--- src/axi_pkg.sv ---
package axi_pkg;

  // Channel widths
  localparam int AXI_ADDR_W  = 32;
  localparam int AXI_DATA_W  = 32;
  localparam int AXI_STRB_W  = AXI_DATA_W / 8;
  localparam int AXI_ID_MAX  = 8;
  localparam int AXI_LEN_W   = 8;
  localparam int AXI_SIZE_W  = 3;
  localparam int AXI_BURST_W = 2;
  localparam int AXI_RESP_W  = 2;

  // Response codes
  localparam logic [AXI_RESP_W-1:0] RESP_OKAY   = 2'b00;
  localparam logic [AXI_RESP_W-1:0] RESP_SLVERR = 2'b10;

  // Only INCR bursts of 4-byte beats are served
  localparam logic [AXI_BURST_W-1:0] BURST_INCR = 2'b01;
  localparam logic [AXI_SIZE_W-1:0]  SIZE_WORD  = 3'b010;

  typedef struct packed {
    logic [AXI_ID_MAX-1:0]  id;
    logic [AXI_ADDR_W-1:0]  addr;
    logic [AXI_LEN_W-1:0]   len;
    logic [AXI_SIZE_W-1:0]  size;
    logic [AXI_BURST_W-1:0] burst;
  } axi_aw_t;

  // Read address uses the write address layout
  typedef axi_aw_t axi_ar_t;

  typedef struct packed {
    logic [AXI_DATA_W-1:0] data;
    logic [AXI_STRB_W-1:0] strb;
    logic                  last;
  } axi_w_t;

  typedef struct packed {
    logic [AXI_ID_MAX-1:0] id;
    logic [AXI_RESP_W-1:0] resp;
  } axi_b_t;

  typedef struct packed {
    logic [AXI_ID_MAX-1:0] id;
    logic [AXI_DATA_W-1:0] data;
    logic [AXI_RESP_W-1:0] resp;
    logic                  last;
  } axi_r_t;

endpackage

--- src/host_pkg.sv ---
package host_pkg;

  // LSU host-port data width
  localparam int HOST_DATA_W = 32;
  localparam int HOST_BE_W   = HOST_DATA_W / 8;

  // Request driven alongside req_valid
  typedef struct packed {
    logic [31:0]            addr;
    logic                   we;
    logic [HOST_BE_W-1:0]   be;
    logic [HOST_DATA_W-1:0] wdata;
  } host_req_t;

  // Response, one rvalid pulse per granted request
  typedef struct packed {
    logic                   rvalid;
    logic                   err;
    logic [HOST_DATA_W-1:0] rdata;
  } host_rsp_t;

endpackage

--- src/saxi_to_host.sv ---
`timescale 1ns/100ps

module saxi_to_host
  import axi_pkg::*, host_pkg::*;
#(
  parameter int AXI_ID_WIDTH = 4
) (
  input  logic      clk,
  input  logic      rst_n,
  input  axi_aw_t   aw_i,
  input  logic      aw_valid_i,
  output logic      aw_ready_o,
  input  axi_w_t    w_i,
  input  logic      w_valid_i,
  output logic      w_ready_o,
  output axi_b_t    b_o,
  output logic      b_valid_o,
  input  logic      b_ready_i,
  input  axi_ar_t   ar_i,
  input  logic      ar_valid_i,
  output logic      ar_ready_o,
  output axi_r_t    r_o,
  output logic      r_valid_o,
  input  logic      r_ready_i,
  output host_req_t host_req_o,
  output logic      host_req_valid_o,
  input  logic      host_gnt_i,
  input  host_rsp_t host_rsp_i
);

  localparam int CNT_W = AXI_LEN_W + 1;

  typedef enum logic [2:0] {
    ST_IDLE,
    ST_RD_ACT,
    ST_WR_ACT,
    ST_ISSUE,
    ST_WAIT_RSP
  } eng_state_e;

  eng_state_e state_q;
  eng_state_e state_d;

  // Latched commands, beats counted inclusively
  logic                    rd_cmd_q;
  logic [AXI_ID_WIDTH-1:0] rd_id_q;
  logic [AXI_ADDR_W-1:0]   rd_addr_q;
  logic [CNT_W-1:0]        rd_beats_q;
  logic                    wr_cmd_q;
  logic [AXI_ID_WIDTH-1:0] wr_id_q;
  logic [AXI_ADDR_W-1:0]   wr_addr_q;
  logic [CNT_W-1:0]        wr_beats_q;

  axi_w_t w_q;
  logic   cur_is_write_q;
  logic   error_seen_q;

  // Registered response channels
  axi_r_t r_q;
  logic   r_valid_q;
  axi_b_t b_q;
  logic   b_valid_q;

  logic                  aw_hs;
  logic                  ar_hs;
  logic                  w_hs;
  logic                  r_hs;
  logic                  b_hs;
  logic                  rsp_done;
  logic                  wr_last_beat;
  logic                  rd_last_beat;
  logic [AXI_RESP_W-1:0] beat_resp;

  // New bursts only when fully idle and the matching channel is free
  assign aw_ready_o = (state_q == ST_IDLE) && !rd_cmd_q && !wr_cmd_q && !b_valid_q &&
                      (aw_i.size == SIZE_WORD) && (aw_i.burst == BURST_INCR);
  assign ar_ready_o = (state_q == ST_IDLE) && !rd_cmd_q && !wr_cmd_q && !r_valid_q &&
                      (ar_i.size == SIZE_WORD) && (ar_i.burst == BURST_INCR);
  assign w_ready_o  = (state_q == ST_WR_ACT);

  assign aw_hs = aw_valid_i && aw_ready_o;
  assign ar_hs = ar_valid_i && ar_ready_o;
  assign w_hs  = w_valid_i && w_ready_o;
  assign r_hs  = r_valid_q && r_ready_i;
  assign b_hs  = b_valid_q && b_ready_i;

  assign rsp_done     = (state_q == ST_WAIT_RSP) && host_rsp_i.rvalid;
  assign wr_last_beat = (wr_beats_q == CNT_W'(1));
  assign rd_last_beat = (rd_beats_q == CNT_W'(1));
  // Sticky over the burst
  assign beat_resp    = (host_rsp_i.err || error_seen_q) ? RESP_SLVERR : RESP_OKAY;

  always_ff @(posedge clk or negedge rst_n) begin
    if (!rst_n) begin
      rd_cmd_q   <= 1'b0;
      rd_beats_q <= '0;
      wr_cmd_q   <= 1'b0;
      wr_beats_q <= '0;
    end else begin
      if (ar_hs) begin
        rd_cmd_q   <= 1'b1;
        rd_beats_q <= {1'b0, ar_i.len} + CNT_W'(1);
      end else if (r_hs) begin
        // Read beat retires on the R handshake
        rd_beats_q <= rd_beats_q - CNT_W'(1);
        if (rd_last_beat) begin
          rd_cmd_q <= 1'b0;
        end
      end
      if (aw_hs) begin
        wr_cmd_q   <= 1'b1;
        wr_beats_q <= {1'b0, aw_i.len} + CNT_W'(1);
      end else if (rsp_done && cur_is_write_q) begin
        wr_beats_q <= wr_beats_q - CNT_W'(1);
        if (wr_last_beat) begin
          wr_cmd_q <= 1'b0;
        end
      end
    end
  end

  always_ff @(posedge clk) begin
    if (ar_hs) begin
      rd_id_q   <= ar_i.id[AXI_ID_WIDTH-1:0];
      rd_addr_q <= ar_i.addr;
    end else if (r_hs) begin
      rd_addr_q <= rd_addr_q + AXI_ADDR_W'(4);
    end
    if (aw_hs) begin
      wr_id_q   <= aw_i.id[AXI_ID_WIDTH-1:0];
      wr_addr_q <= aw_i.addr;
    end else if (rsp_done && cur_is_write_q) begin
      wr_addr_q <= wr_addr_q + AXI_ADDR_W'(4);
    end
    // One buffered W beat
    if (w_hs) begin
      w_q <= w_i;
    end
  end

  always_ff @(posedge clk or negedge rst_n) begin
    if (!rst_n) begin
      state_q        <= ST_IDLE;
      cur_is_write_q <= 1'b0;
      error_seen_q   <= 1'b0;
    end else begin
      state_q <= state_d;
      if (state_q == ST_IDLE) begin
        error_seen_q <= 1'b0;
        if (wr_cmd_q || rd_cmd_q) begin
          cur_is_write_q <= wr_cmd_q;
        end
      end else if (rsp_done && host_rsp_i.err) begin
        error_seen_q <= 1'b1;
      end
    end
  end

  // Engine, a pending write wins over a pending read
  always_comb begin
    state_d = state_q;
    case (state_q)
      ST_IDLE: begin
        if (wr_cmd_q) begin
          state_d = ST_WR_ACT;
        end else if (rd_cmd_q) begin
          state_d = ST_RD_ACT;
        end
      end
      ST_WR_ACT: begin
        if (w_hs) begin
          state_d = ST_ISSUE;
        end
      end
      ST_RD_ACT: begin
        state_d = ST_ISSUE;
      end
      ST_ISSUE: begin
        if (host_gnt_i) begin
          state_d = ST_WAIT_RSP;
        end
      end
      ST_WAIT_RSP: begin
        if (cur_is_write_q) begin
          if (host_rsp_i.rvalid) begin
            state_d = wr_last_beat ? ST_IDLE : ST_WR_ACT;
          end
        end else if (r_hs) begin
          // Hold here until R is taken so the next beat cannot overwrite it
          state_d = rd_last_beat ? ST_IDLE : ST_RD_ACT;
        end
      end
      default: begin
        state_d = ST_IDLE;
      end
    endcase
  end

  assign host_req_valid_o = (state_q == ST_ISSUE);

  always_comb begin
    if (cur_is_write_q) begin
      host_req_o.addr  = wr_addr_q;
      host_req_o.we    = 1'b1;
      host_req_o.be    = w_q.strb;
      host_req_o.wdata = w_q.data;
    end else begin
      host_req_o.addr  = rd_addr_q;
      host_req_o.we    = 1'b0;
      host_req_o.be    = '1;
      host_req_o.wdata = '0;
    end
  end

  always_ff @(posedge clk or negedge rst_n) begin
    if (!rst_n) begin
      r_valid_q <= 1'b0;
      b_valid_q <= 1'b0;
    end else begin
      if (rsp_done && !cur_is_write_q) begin
        r_valid_q <= 1'b1;
      end else if (r_hs) begin
        r_valid_q <= 1'b0;
      end
      // One B per burst
      if (rsp_done && cur_is_write_q && wr_last_beat) begin
        b_valid_q <= 1'b1;
      end else if (b_hs) begin
        b_valid_q <= 1'b0;
      end
    end
  end

  // R hold buffer, only loaded while R is empty
  always_ff @(posedge clk) begin
    if (rsp_done && !cur_is_write_q) begin
      r_q.id   <= AXI_ID_MAX'(rd_id_q);
      r_q.data <= host_rsp_i.rdata;
      r_q.resp <= beat_resp;
      r_q.last <= rd_last_beat;
    end
    if (rsp_done && cur_is_write_q && wr_last_beat) begin
      b_q.id   <= AXI_ID_MAX'(wr_id_q);
      b_q.resp <= beat_resp;
    end
  end

  assign r_o       = r_q;
  assign r_valid_o = r_valid_q;
  assign b_o       = b_q;
  assign b_valid_o = b_valid_q;

endmodule

--- config.mk ---
export PLATFORM = sky130hd
export DESIGN_NAME = saxi_to_host
export DESIGN_NICKNAME = d
export VERILOG_FILES = /design/src/axi_pkg.sv /design/src/host_pkg.sv /design/src/saxi_to_host.sv
export SDC_FILE = /design/constraint.sdc
export NUM_CORES = 1
export LEC_CHECK = 0
export BUFFER_PORTS_ARGS = -buffer_cell sky130_fd_sc_hd__buf_2
export CORE_MARGIN = 1
export CORE_UTILIZATION = 50
export CTS_CLUSTER_SIZE = 40
export DETAILED_ROUTE_END_ITERATION = 6
export GPL_TIMING_DRIVEN = 0
export PLACE_DENSITY = 0.92
export SLEW_MARGIN = 20
export SYNTH_ARGS = -nofsm -noshare
export SYNTH_HDL_FRONTEND = slang
export SYNTH_SLANG_ARGS = --single-unit
--- constraint.sdc ---
create_clock -name clk -period 3.36 [get_ports clk]
set_clock_uncertainty 0.1 [all_clocks]
set_input_delay 0.168 -clock clk [delete_from_list [all_inputs] [get_ports clk]]
set_output_delay 0.168 -clock clk [all_outputs]
set_load 0.05 [all_outputs]
==> run_results.csv, run 1 <==
group,metric,value,unit
logic_synthesis,avgSynthCellArea,11.9,um2
cts,clkSinkCount,178,
logic_synthesis,postSynthCellCount,745,
logic_synthesis,postSynth.asyncResetShare,0.152,
critical_path,crit_buf_inv,4,
routing,wire_per_inst,19.7,um
routing,ant_nets,0,
timing,fin_setup_tns,0,ns
global_route,overflow,0,
layout,layout_commonest_cell,"buf_2",
timing,setup_ws,0.365,ns
power_and_ir_drop,cellLeakagePower,0.00529,uW
critical_path,end_kind,"output port",
critical_path,crit_chain,"clkbuf_1 -> buf_2 -> buf_1 -> mux2_2 -> buf_2",
worst_hold_path,hold_path_class,"in -> reg",
logic_synthesis,ys_warn_count,0,
cts,numCtsBuffers,17,
layout,final_cells,1461,
die,core-area,17300,um2
critical_path,crit_fanout,10,
critical_path,slowest_delay,0.59,ns
layout,nFillCells,1056,
cts,cts_setup_buffers,0,
global_route,grt_pass1_vias,8273,
global_route,grtUsageMet1,0.363,
timing,worst_slew_pin_slew,0.801,ns
layout,fin_util,0.744,
cts,htreeDepth,4,
global_route,grtUsageMet2,0.556,
logic_synthesis,yosysUniqueCellTypes,65,
layout,layout-drive-gt1-share,0.339,
cts,cts_buffer_depth,2,
global_route,grt_max_degree,36,
layout,nets,1416,
layout,multi_input_area,3410,um2
timing,setup_viol,0,
timing,post-route-period-util,0.891,
power_and_ir_drop,p_per_area,614,nW/um2
timing,fin_crit,2.99,ns
routing,routed_wl,28800,um
die,row_count,48,
global_route,met3_usage,0.0673,
die,dieArea,18300,um2
critical_path,critPathArrivalTime,2.73,ns
placement,port_buffers,293,
global_route,antenna_found_initial,0,
cts,path_clk_slew,0.07,ns
die,fp.dieW,135,um
die,die_h,135,um
run,drv_cap,0,
logic_synthesis,synth_area,8860,um2
timing,finalHoldViolCount,0,
timing,max_slew_margin,0.464,
cts,post_cts_resized,0,
critical_path,crit_slowest_cell,"buf_1",
critical_path,cp_top_family,"buffers and inverters",
power_and_ir_drop,peakVddDrop,0.418,mV
power_and_ir_drop,total_power,7900,uW
placement,place.gp.congestion,0.918,
routing,drt_iter0_drc,668,
routing,avgViaCountPerCell,5.51,
placement,placedCellCount,1274,
critical_path,critPathKind,"reg -> out",
cts,cts_tree,"built",
routing,drc,0,
logic_synthesis,ys_ff_latch,178,
die,start_util,0.513,
logic_synthesis,yosysSeqAreaShare,0.588,
cts,clock_latency,0.43,ns
critical_path,cp-start-kind,"register",
routing,num_vias,8057,
logic_synthesis,synth_edf_count,151,
timing,rsz0062_at_grt,"false",
layout,diodes,0,
layout,syn_to_final_growth,45.1,%
placement,dp_slack,0.694,ns
layout,final_cell_mix,"buf_2, dlygate4sd3_1, edfxtp_1, nand2_1, nor2_1",
routing,firstDrtPassIters,5,
layout,regArea,5210,um2
global_route,grt_pass1_wl,43200,um
die,num_io_pins,313,
global_route,busiest_layer,"met2",
global_route,grt.total_usage,0.319,
critical_path,crit_top_cell,"buf_2",
run_status,status,"finished, final reports clean",
critical_path,worstPathRequired,3.09,ns
logic_synthesis,ys.flop_type,"edfxtp_1",
placement,hpwl,18100,um
cts,cts-root-buf,"clkbuf_16",
timing,fmax,334,MHz
timing,slew_violations,0,
per-stage QoR:
step	hold slack, ns	cell area (um2)
finish	0.0257	12900
global route	0.00338	12900
CTS	0.00897	12900
detailed placement	0.111	10700
global placement	0.109	10600
floorplan	-0.228	8900
worst paths after layout:
kind                                 from        endpoint  slack (ns)  depth (start not counted)
setup reg to reg               state_q[0]   rd_beats_q[2]        0.73                          7
hold reg to reg                wr_id_q[0]          b_o[2]        0.33                          0
min in group asynchronous           rst_n   wr_beats_q[8]        0.19                          2
setup / recovery           cur_is_write_q  host_req_o[67]        0.37                          5
hold / removal                    aw_i[6]   wr_beats_q[1]        0.03                          4
max in group asynchronous           rst_n  cur_is_write_q        2.56                          2
routing by layer:
metal,vias to the layer above,share of wire
met5,-,0
li1,3643,-
met2,497,0.51
met1,3811,0.37
met3,106,0.078
met4,0,0.045
power breakdown:
group | internal [uW] | switching (uW)
Clock | 1070 | 972
Combinational | 924 | 2040
Sequential | 2690 | 203
cell usage after synthesis, types with 3 or more instances:
master / number / area share
edfxtp_1: 151 / 0.51
nand2_1: 78 / 0.033
nor2_1: 51 / 0.022
xor2_1: 42 / 0.041
and2_1: 36 / 0.025
xnor2_1: 35 / 0.035
a21oi_1: 32 / 0.018
mux2_2: 28 / 0.036
dfrtp_1: 27 / 0.076
o21ai_1: 27 / 0.015
nand3_1: 24 / 0.014
o21ai_0: 21 / 0.012
nand4_1: 16 / 0.011
buf_4: 15 / 0.013
and3_1: 14 / 0.0099
buf_2: 14 / 0.0079
and4_1: 13 / 0.013
inv_1: 12 / 0.0051
nor3_1: 10 / 0.0056
clkbuf_1: 9 / 0.0038
ha_1: 8 / 0.011
a31oi_1: 5 / 0.0035
nand2b_1: 5 / 0.0035
nor2b_1: 5 / 0.0035
nand3_2: 4 / 0.0045
o21ai_2: 4 / 0.0040
buf_1: 3 / 0.0013
inv_2: 3 / 0.0013
mux2i_1: 3 / 0.0034
nand2_2: 3 / 0.0021
nand4_2: 3 / 0.0042
nor4b_2: 3 / 0.0051
cells by family (layout without fill, tap and decap cells):
kind of cell               count (synthesis)  count (layout)  share of synthesized area
and+or+nand+nor                          287             287                      0.184
DFF                                      178             178                      0.588
AOI/OAI and AO/OA                        107             107                     0.0696
xor gates and xnor gates                  77              77                     0.0761
buffers and inverters                     56             538                     0.0320
muxes                                     31              31                     0.0390
adders and majority gates                  8               8                     0.0113
other                                      1              10                   0.000423
state kept, by name (all words and copies together) (netlist names):
| name | cells |
|---|---|
| r_o | 38 |
| w_q | 36 |
| rd_addr_q | 32 |
| wr_addr_q | 32 |
| rd_beats_q | 9 |
| wr_beats_q | 9 |
| b_o | 5 |
| rd_id_q | 4 |
| wr_id_q | 4 |
| state_q | 3 |
| b_valid_o | 1 |
| cur_is_write_q | 1 |
| error_seen_q | 1 |
| r_valid_o | 1 |
| rd_cmd_q | 1 |
| wr_cmd_q | 1 |
worst register-to-register path: cells and delay by family (launching register included):
family                 cells  cell delay (ns)
AOI/OAI and AO/OA          2             0.47
buffers and inverters      2             0.41
DFF                        1             0.37
and+or+nand+nor            3             1.17
area by class of cell:
class | instances | area share
flip-flops and latches | 178 | 0.405
multi-input cells | 520 | 0.265
repair buffers | 450 | 0.238
clock buffers | 17 | 0.0331
well taps | 225 | 0.0219
plain buffers | 41 | 0.0177
clock inverters | 15 | 0.0148
inverters | 15 | 0.00438
repair_timing:
item	CTS	global route
hold buffers	155	0
endpoints found under the setup margin	0	0
endpoints found under the hold margin	185	0
Power figures use the tool's default switching activity.
==> run 2: changes to the inputs <==
--- a/config.mk
+++ b/config.mk
@@ -6,9 +6,8 @@
 export NUM_CORES = 1
 export LEC_CHECK = 0
 export BUFFER_PORTS_ARGS = -buffer_cell sky130_fd_sc_hd__buf_2
-export CORE_MARGIN = 1
+export CORE_MARGIN = 2
 export CORE_UTILIZATION = 50
-export CTS_CLUSTER_SIZE = 40
 export DETAILED_ROUTE_END_ITERATION = 6
 export GPL_TIMING_DRIVEN = 0
 export PLACE_DENSITY = 0.92
==> run 2 against run 1 <==
  * Sequential share of layout area increased by 0.13 points
  * Largest cell class unchanged
  * Critical path type unchanged
  * Critical path depth unchanged
  * Critical endpoint unchanged
  * Highest routed layer unchanged
  * First-iteration DRC count increased by 10%
==> run_results.csv, run 2 (synthesis gave the netlist of run 1 again) <==
group,metric,value,unit
run_status,status,"finished, final reports clean",
critical_path,slowest_delay,0.54,ns
cts,cts-root-buf,"clkbuf_16",
die,row_count,48,
critical_path,crit_top_cell,"buf_2",
timing,fin_setup_tns,0,ns
layout,fin_util,0.741,
timing,finalHoldViolCount,0,
critical_path,worstPathRequired,3.09,ns
critical_path,critPathKind,"reg -> out",
layout,syn_to_final_growth,44.7,%
die,start_util,0.513,
power_and_ir_drop,intPower,4690,uW
global_route,grt_max_degree,36,
layout,layout_commonest_cell,"buf_2",
cts,clkSinkCount,178,
layout,nFillCells,1093,
routing,ant_nets,0,
timing,post-route-period-util,0.860,
power_and_ir_drop,p_sw,3240,uW
die,core-area,17300,um2
critical_path,crit_chain,"clkbuf_1 -> buf_2 -> buf_1 -> mux2_2 -> buf_2",
die,num_io_pins,313,
placement,hpwl,18900,um
layout,largest_reg_flops,38,
routing,drc,0,
critical_path,critPathArrivalTime,2.62,ns
critical_path,end_kind,"output port",
timing,worst_slew_pin_slew,0.813,ns
placement,port_buffers,293,
cts,cts_tree,"built",
timing,holdWs,0.0138,ns
global_route,grt_pass1_vias,8317,
timing,setup_viol,0,
die,dieArea,18800,um2
run,drv_cap,0,
global_route,antenna_found_initial,2,
routing,drt_iter0_drc,736,
cts,clock_latency,0.43,ns
routing,firstDrtPassIters,6,
power_and_ir_drop,cellLeakagePower,0.00529,uW
layout,final_cell_mix,"buf_2, edfxtp_1, dlygate4sd3_1, nand2_1, nor2_1",
cts,cts_buffer_depth,2,
timing,max_slew_margin,0.456,
layout,final_area,12800,um2
die,fp.dieW,137,um
routing,num_vias,8127,
layout,nets,1412,
routing,wire_per_inst,20.1,um
power_and_ir_drop,p_comb_frac,0.377,
routing,routed_wl,29400,um
global_route,overflow,0,
routing,avgViaCountPerCell,5.57,
critical_path,crit_buf_inv,4,
timing,slew_violations,0,
placement,dpl_cell_area,10700,um2
timing,fin_crit,2.89,ns
timing,fmax,346,MHz
critical_path,crit_fanout,10,
cts,numCtsBuffers,17,
power_and_ir_drop,pwr-share-seq,0.364,
power_and_ir_drop,p_sw_frac,0.409,
cts,htreeDepth,4,
worst_hold_path,hold_path_class,"in -> reg",
critical_path,cp_top_family,"buffers and inverters",
cts,path_clk_slew,0.08,ns
power_and_ir_drop,p_per_area,618,nW/um2
global_route,grt_pass1_wl,43800,um
global_route,grt.total_usage,0.310,
power_and_ir_drop,total_power,7930,uW
critical_path,crit_slowest_cell,"buf_1",
die,die_h,137,um
layout,layout-drive-gt1-share,0.340,
power_and_ir_drop,peakVddDrop,0.515,mV
placement,place.gp.congestion,0.893,
power_and_ir_drop,p_clk_frac,0.259,
timing,rsz0062_at_grt,"false",
critical_path,cp-start-kind,"register",
cts,post_cts_resized,0,
-- run 2: cell count changes in the layout (fill, tap and decap cells not counted) --
cell / delta
inv_12: +1
clkinv_8: -3
inv_8: +3
dlygate4sd3_1: -4
diode_2: +2
clkinvlp_4: -1
-- run 2: metrics by stage --
| step | setup slack (ns) | cells |
|---|---|---|
| after global placement | 0.398 | 1272 |
| after floorplan | 0.425 | 754 |
| after global routing | 0.335 | 1459 |
| final | 0.471 | 1459 |
| after detailed placement | 0.713 | 1274 |
| after CTS | 0.390 | 1457 |
-- run 2: worst min-delay path, cell delays in order --
cell	delay, ns
buf_2	0.11
o22a_1	0.13
o21ai_0	0.08
-- run 2: per-layer routing --
layer | routed length, um | global-route usage
met1 | 10400 | 0.347
met5 | 0 | 0
met2 | 15000 | 0.544
met3 | 2660 | 0.0759
met4 | 1400 | 0.169
-- run 2: repair_timing --
action,CTS,global route
buffers inserted,0,0
hold buffers,151,0
hold endpoints to repair,176,0
-- run 2: worst paths after layout --
| kind | slack, ns | depth (start not counted) | startpoint | endpoint |
|---|---|---|---|---|
| setup / recovery | 0.47 | 5 | cur_is_write_q | host_req_o[67] |
| hold / removal | 0.01 | 3 | aw_i[5] | wr_beats_q[0] |
| setup reg to reg | 0.69 | 7 | state_q[0] | rd_beats_q[2] |
| hold reg to reg | 0.32 | 0 | wr_id_q[2] | b_o[4] |
| max in group asynchronous | 2.55 | 2 | rst_n | rd_beats_q[2] |
| min in group asynchronous | 0.19 | 2 | rst_n | wr_beats_q[0] |
-- run 2: cell type report --
| cell class | instances | area (um2) | share of cell area |
|---|---|---|---|
| flip-flops and latches | 178 | 5210 | 0.406 |
| multi-input cells | 520 | 3410 | 0.266 |
| repair buffers | 446 | 3030 | 0.236 |
| clock buffers | 17 | 425 | 0.0332 |
| well taps | 225 | 282 | 0.0220 |
| plain buffers | 41 | 228 | 0.0178 |
| clock inverters | 15 | 184 | 0.0143 |
| inverters | 15 | 56.3 | 0.00439 |
| diodes | 2 | 5.00 | 0.000390 |
-- run 2: power by group through the flow --
stage / combinational, uW / sequential [uW] / clock [uW]
2_1_floorplan: 2040 / 2940 / 0
3_3_place_gp: 2700 / 2910 / 0
3_5_place_dp: 2770 / 2920 / 0
5_1_grt: 3150 / 2910 / 2170
4_1_cts: 2920 / 2880 / 2070
6_report: 2990 / 2890 / 2050
==> run 3: changes to the inputs <==
--- a/config.mk
+++ b/config.mk
@@ -11,6 +11,7 @@
 export DETAILED_ROUTE_END_ITERATION = 6
 export GPL_TIMING_DRIVEN = 0
 export PLACE_DENSITY = 0.92
+export RECOVER_POWER = 100
 export SLEW_MARGIN = 20
 export SYNTH_ARGS = -nofsm -noshare
 export SYNTH_HDL_FRONTEND = slang
==> run 3 against run 2 <==
  * The run now ends with capacitance limit, slew limit left
  * Count of clock-buffer cells in the layout did not move
  * Largest cell class unchanged
  * Sequential power barely moved
  * Combinational power fell by 4%
  * Critical path type is now reg -> reg
  * Core utilization fell by 1.5 points
  * Via count fell by 0.23%
==> run_results.csv, run 3 (synthesis gave the netlist of run 1 again) <==
group,metric,value,unit
cts,numCtsBuffers,17,
critical_path,cp-start-kind,"register",
cts,path_clk_slew,0.07,ns
run_status,status,"finished with violations",
routing,routedLengthMet1,10500,um
cts,cts_buffer_depth,2,
routing,drc,0,
cts,clock_latency,0.43,ns
routing,drt_iter0_drc,781,
routing,wire_per_inst,20.2,um
critical_path,crit_slowest_cell,"nand2_2",
timing,setup_viol,0,
global_route,grt_pass1_wl,43800,um
routing,ant_nets,0,
cts,cts_tree,"built",
placement,port_buffers,293,
layout,final_cell_mix,"buf_2, edfxtp_1, dlygate4sd3_1, clkbuf_1, nand2_1",
placement,hpwl,18900,um
routing,num_vias,8108,
worst_hold_path,hold_path_class,"in -> reg",
global_route,grt_max_degree,36,
critical_path,critPathArrivalTime,3.24,ns
critical_path,crit_buf_inv,2,
power_and_ir_drop,total_power,7810,uW
layout,largest_reg_flops,38,
power_and_ir_drop,peakVddDrop,0.498,mV
die,fp.dieW,137,um
timing,fin_setup_tns,0,ns
timing,worst_slew_pin_slew,1.53,ns
die,num_io_pins,313,
routing,wl_met2,15000,um
cts,htreeDepth,4,
power_and_ir_drop,cellLeakagePower,0.00486,uW
routing,firstDrtPassIters,5,
timing,rsz0062_at_grt,"false",
cts,cts_setup_buffers,0,
layout,layout-drive-gt1-share,0.218,
critical_path,slowest_delay,0.78,ns
routing,wl_met3,2580,um
global_route,overflow,0,
critical_path,end_kind,"register",
cts,post_cts_resized,0,
placement,dpl_cell_area,10700,um2
timing,max_slew_margin,-0.0243,
die,row_count,48,
global_route,grt_pass1_vias,8317,
global_route,grt.total_usage,0.310,
cts,clkSinkCount,178,
critical_path,crit_chain,"clkbuf_1 -> nor2_1 -> buf_4 -> nand4_1 -> nand2_2 -> o21ai_0 -> a221o_1",
die,core-area,17300,um2
run_status,violations,"capacitance limit, slew limit",
run,drv_cap,2,
routing,top_layer,"met4",
layout,layout_commonest_cell,"buf_2",
critical_path,crit_fanout,31,
timing,post-route-period-util,0.903,
die,die_h,137,um
cts,cts-root-buf,"clkbuf_16",
global_route,antenna_found_initial,2,
routing,routed_wl,29500,um
critical_path,cp_top_family,"simple AND/OR/NAND/NOR gates",
layout,fin_util,0.727,
placement,dp_slack,0.713,ns
routing,avgViaCountPerCell,5.56,
die,dieArea,18800,um2
placement,place.gp.congestion,0.893,
layout,nets,1412,
power_and_ir_drop,p_per_area,621,nW/um2
layout,final_area,12600,um2
layout,syn_to_final_growth,41.8,%
critical_path,worstPathRequired,3.56,ns
timing,fin_crit,3.03,ns
timing,finalHoldViolCount,0,
critical_path,critPathKind,"reg -> reg",
die,start_util,0.513,
timing,setup_ws,0.326,ns
timing,fmax,330,MHz
timing,slew_violations,64,
[run 3: worst min-delay path, delay by kind of cell]
| kind | cells | cell delay (ns) |
|---|---|---|
| AOI/OAI and AO/OA | 1 | 0.11 |
| buffers and inverters | 1 | 0.08 |
| and+or+nand+nor | 1 | 0.06 |
[run 3: layer usage]
metal | vias to the layer above | GRT usage
li1 | 3641 | -
met1 | 3846 | 0.347
met2 | 507 | 0.544
met3 | 114 | 0.0759
met4 | 0 | 0.169
met5 | - | 0
[run 3: repair_timing]
action / CTS / global route
hold buffers: 151 / 0
setup endpoints to repair: 0 / 0
endpoints found under the hold margin: 176 / 0
[run 3: layout make-up]
cell class / instances / area (um2)
Sequential cell: 178 / 5210
Clock buffer: 17 / 425
Timing Repair Buffer: 446 / 2840
Buffer: 41 / 211
Clock inverter: 15 / 184
Tap cell: 225 / 282
Fill cell: 1195 / 4720
Inverter: 15 / 56.3
Multi-Input combinational cell: 520 / 3360
Antenna cell: 2 / 5.00
[run 3: through the flow]
stage | std cells | hold WS [ns]
2_1_floorplan | 754 | -0.228
3_3_place_gp | 1272 | 0.109
3_5_place_dp | 1274 | 0.118
4_1_cts | 1457 | 0.00131
5_1_grt | 1459 | 0.0171
6_report | 1459 | 0.0169
[run 3: final timing paths]
check / start / end / slack [ns] / cells after the start
max in group asynchronous: rst_n / rd_cmd_q / 1.72 / 2
setup reg to reg: state_q[0] / rd_beats_q[2] / 0.33 / 7
min in group asynchronous: rst_n / wr_beats_q[1] / 0.55 / 2
hold reg to reg: rd_id_q[2] / r_o[37] / 0.32 / 0
hold / removal: aw_i[40] / wr_addr_q[27] / 0.02 / 3
setup / recovery: state_q[0] / rd_beats_q[2] / 0.33 / 7
[run 3: power by group]
part           switching [uW]  internal [uW]
sequential                198           2690
combinational            2060            810
clock                     975           1080
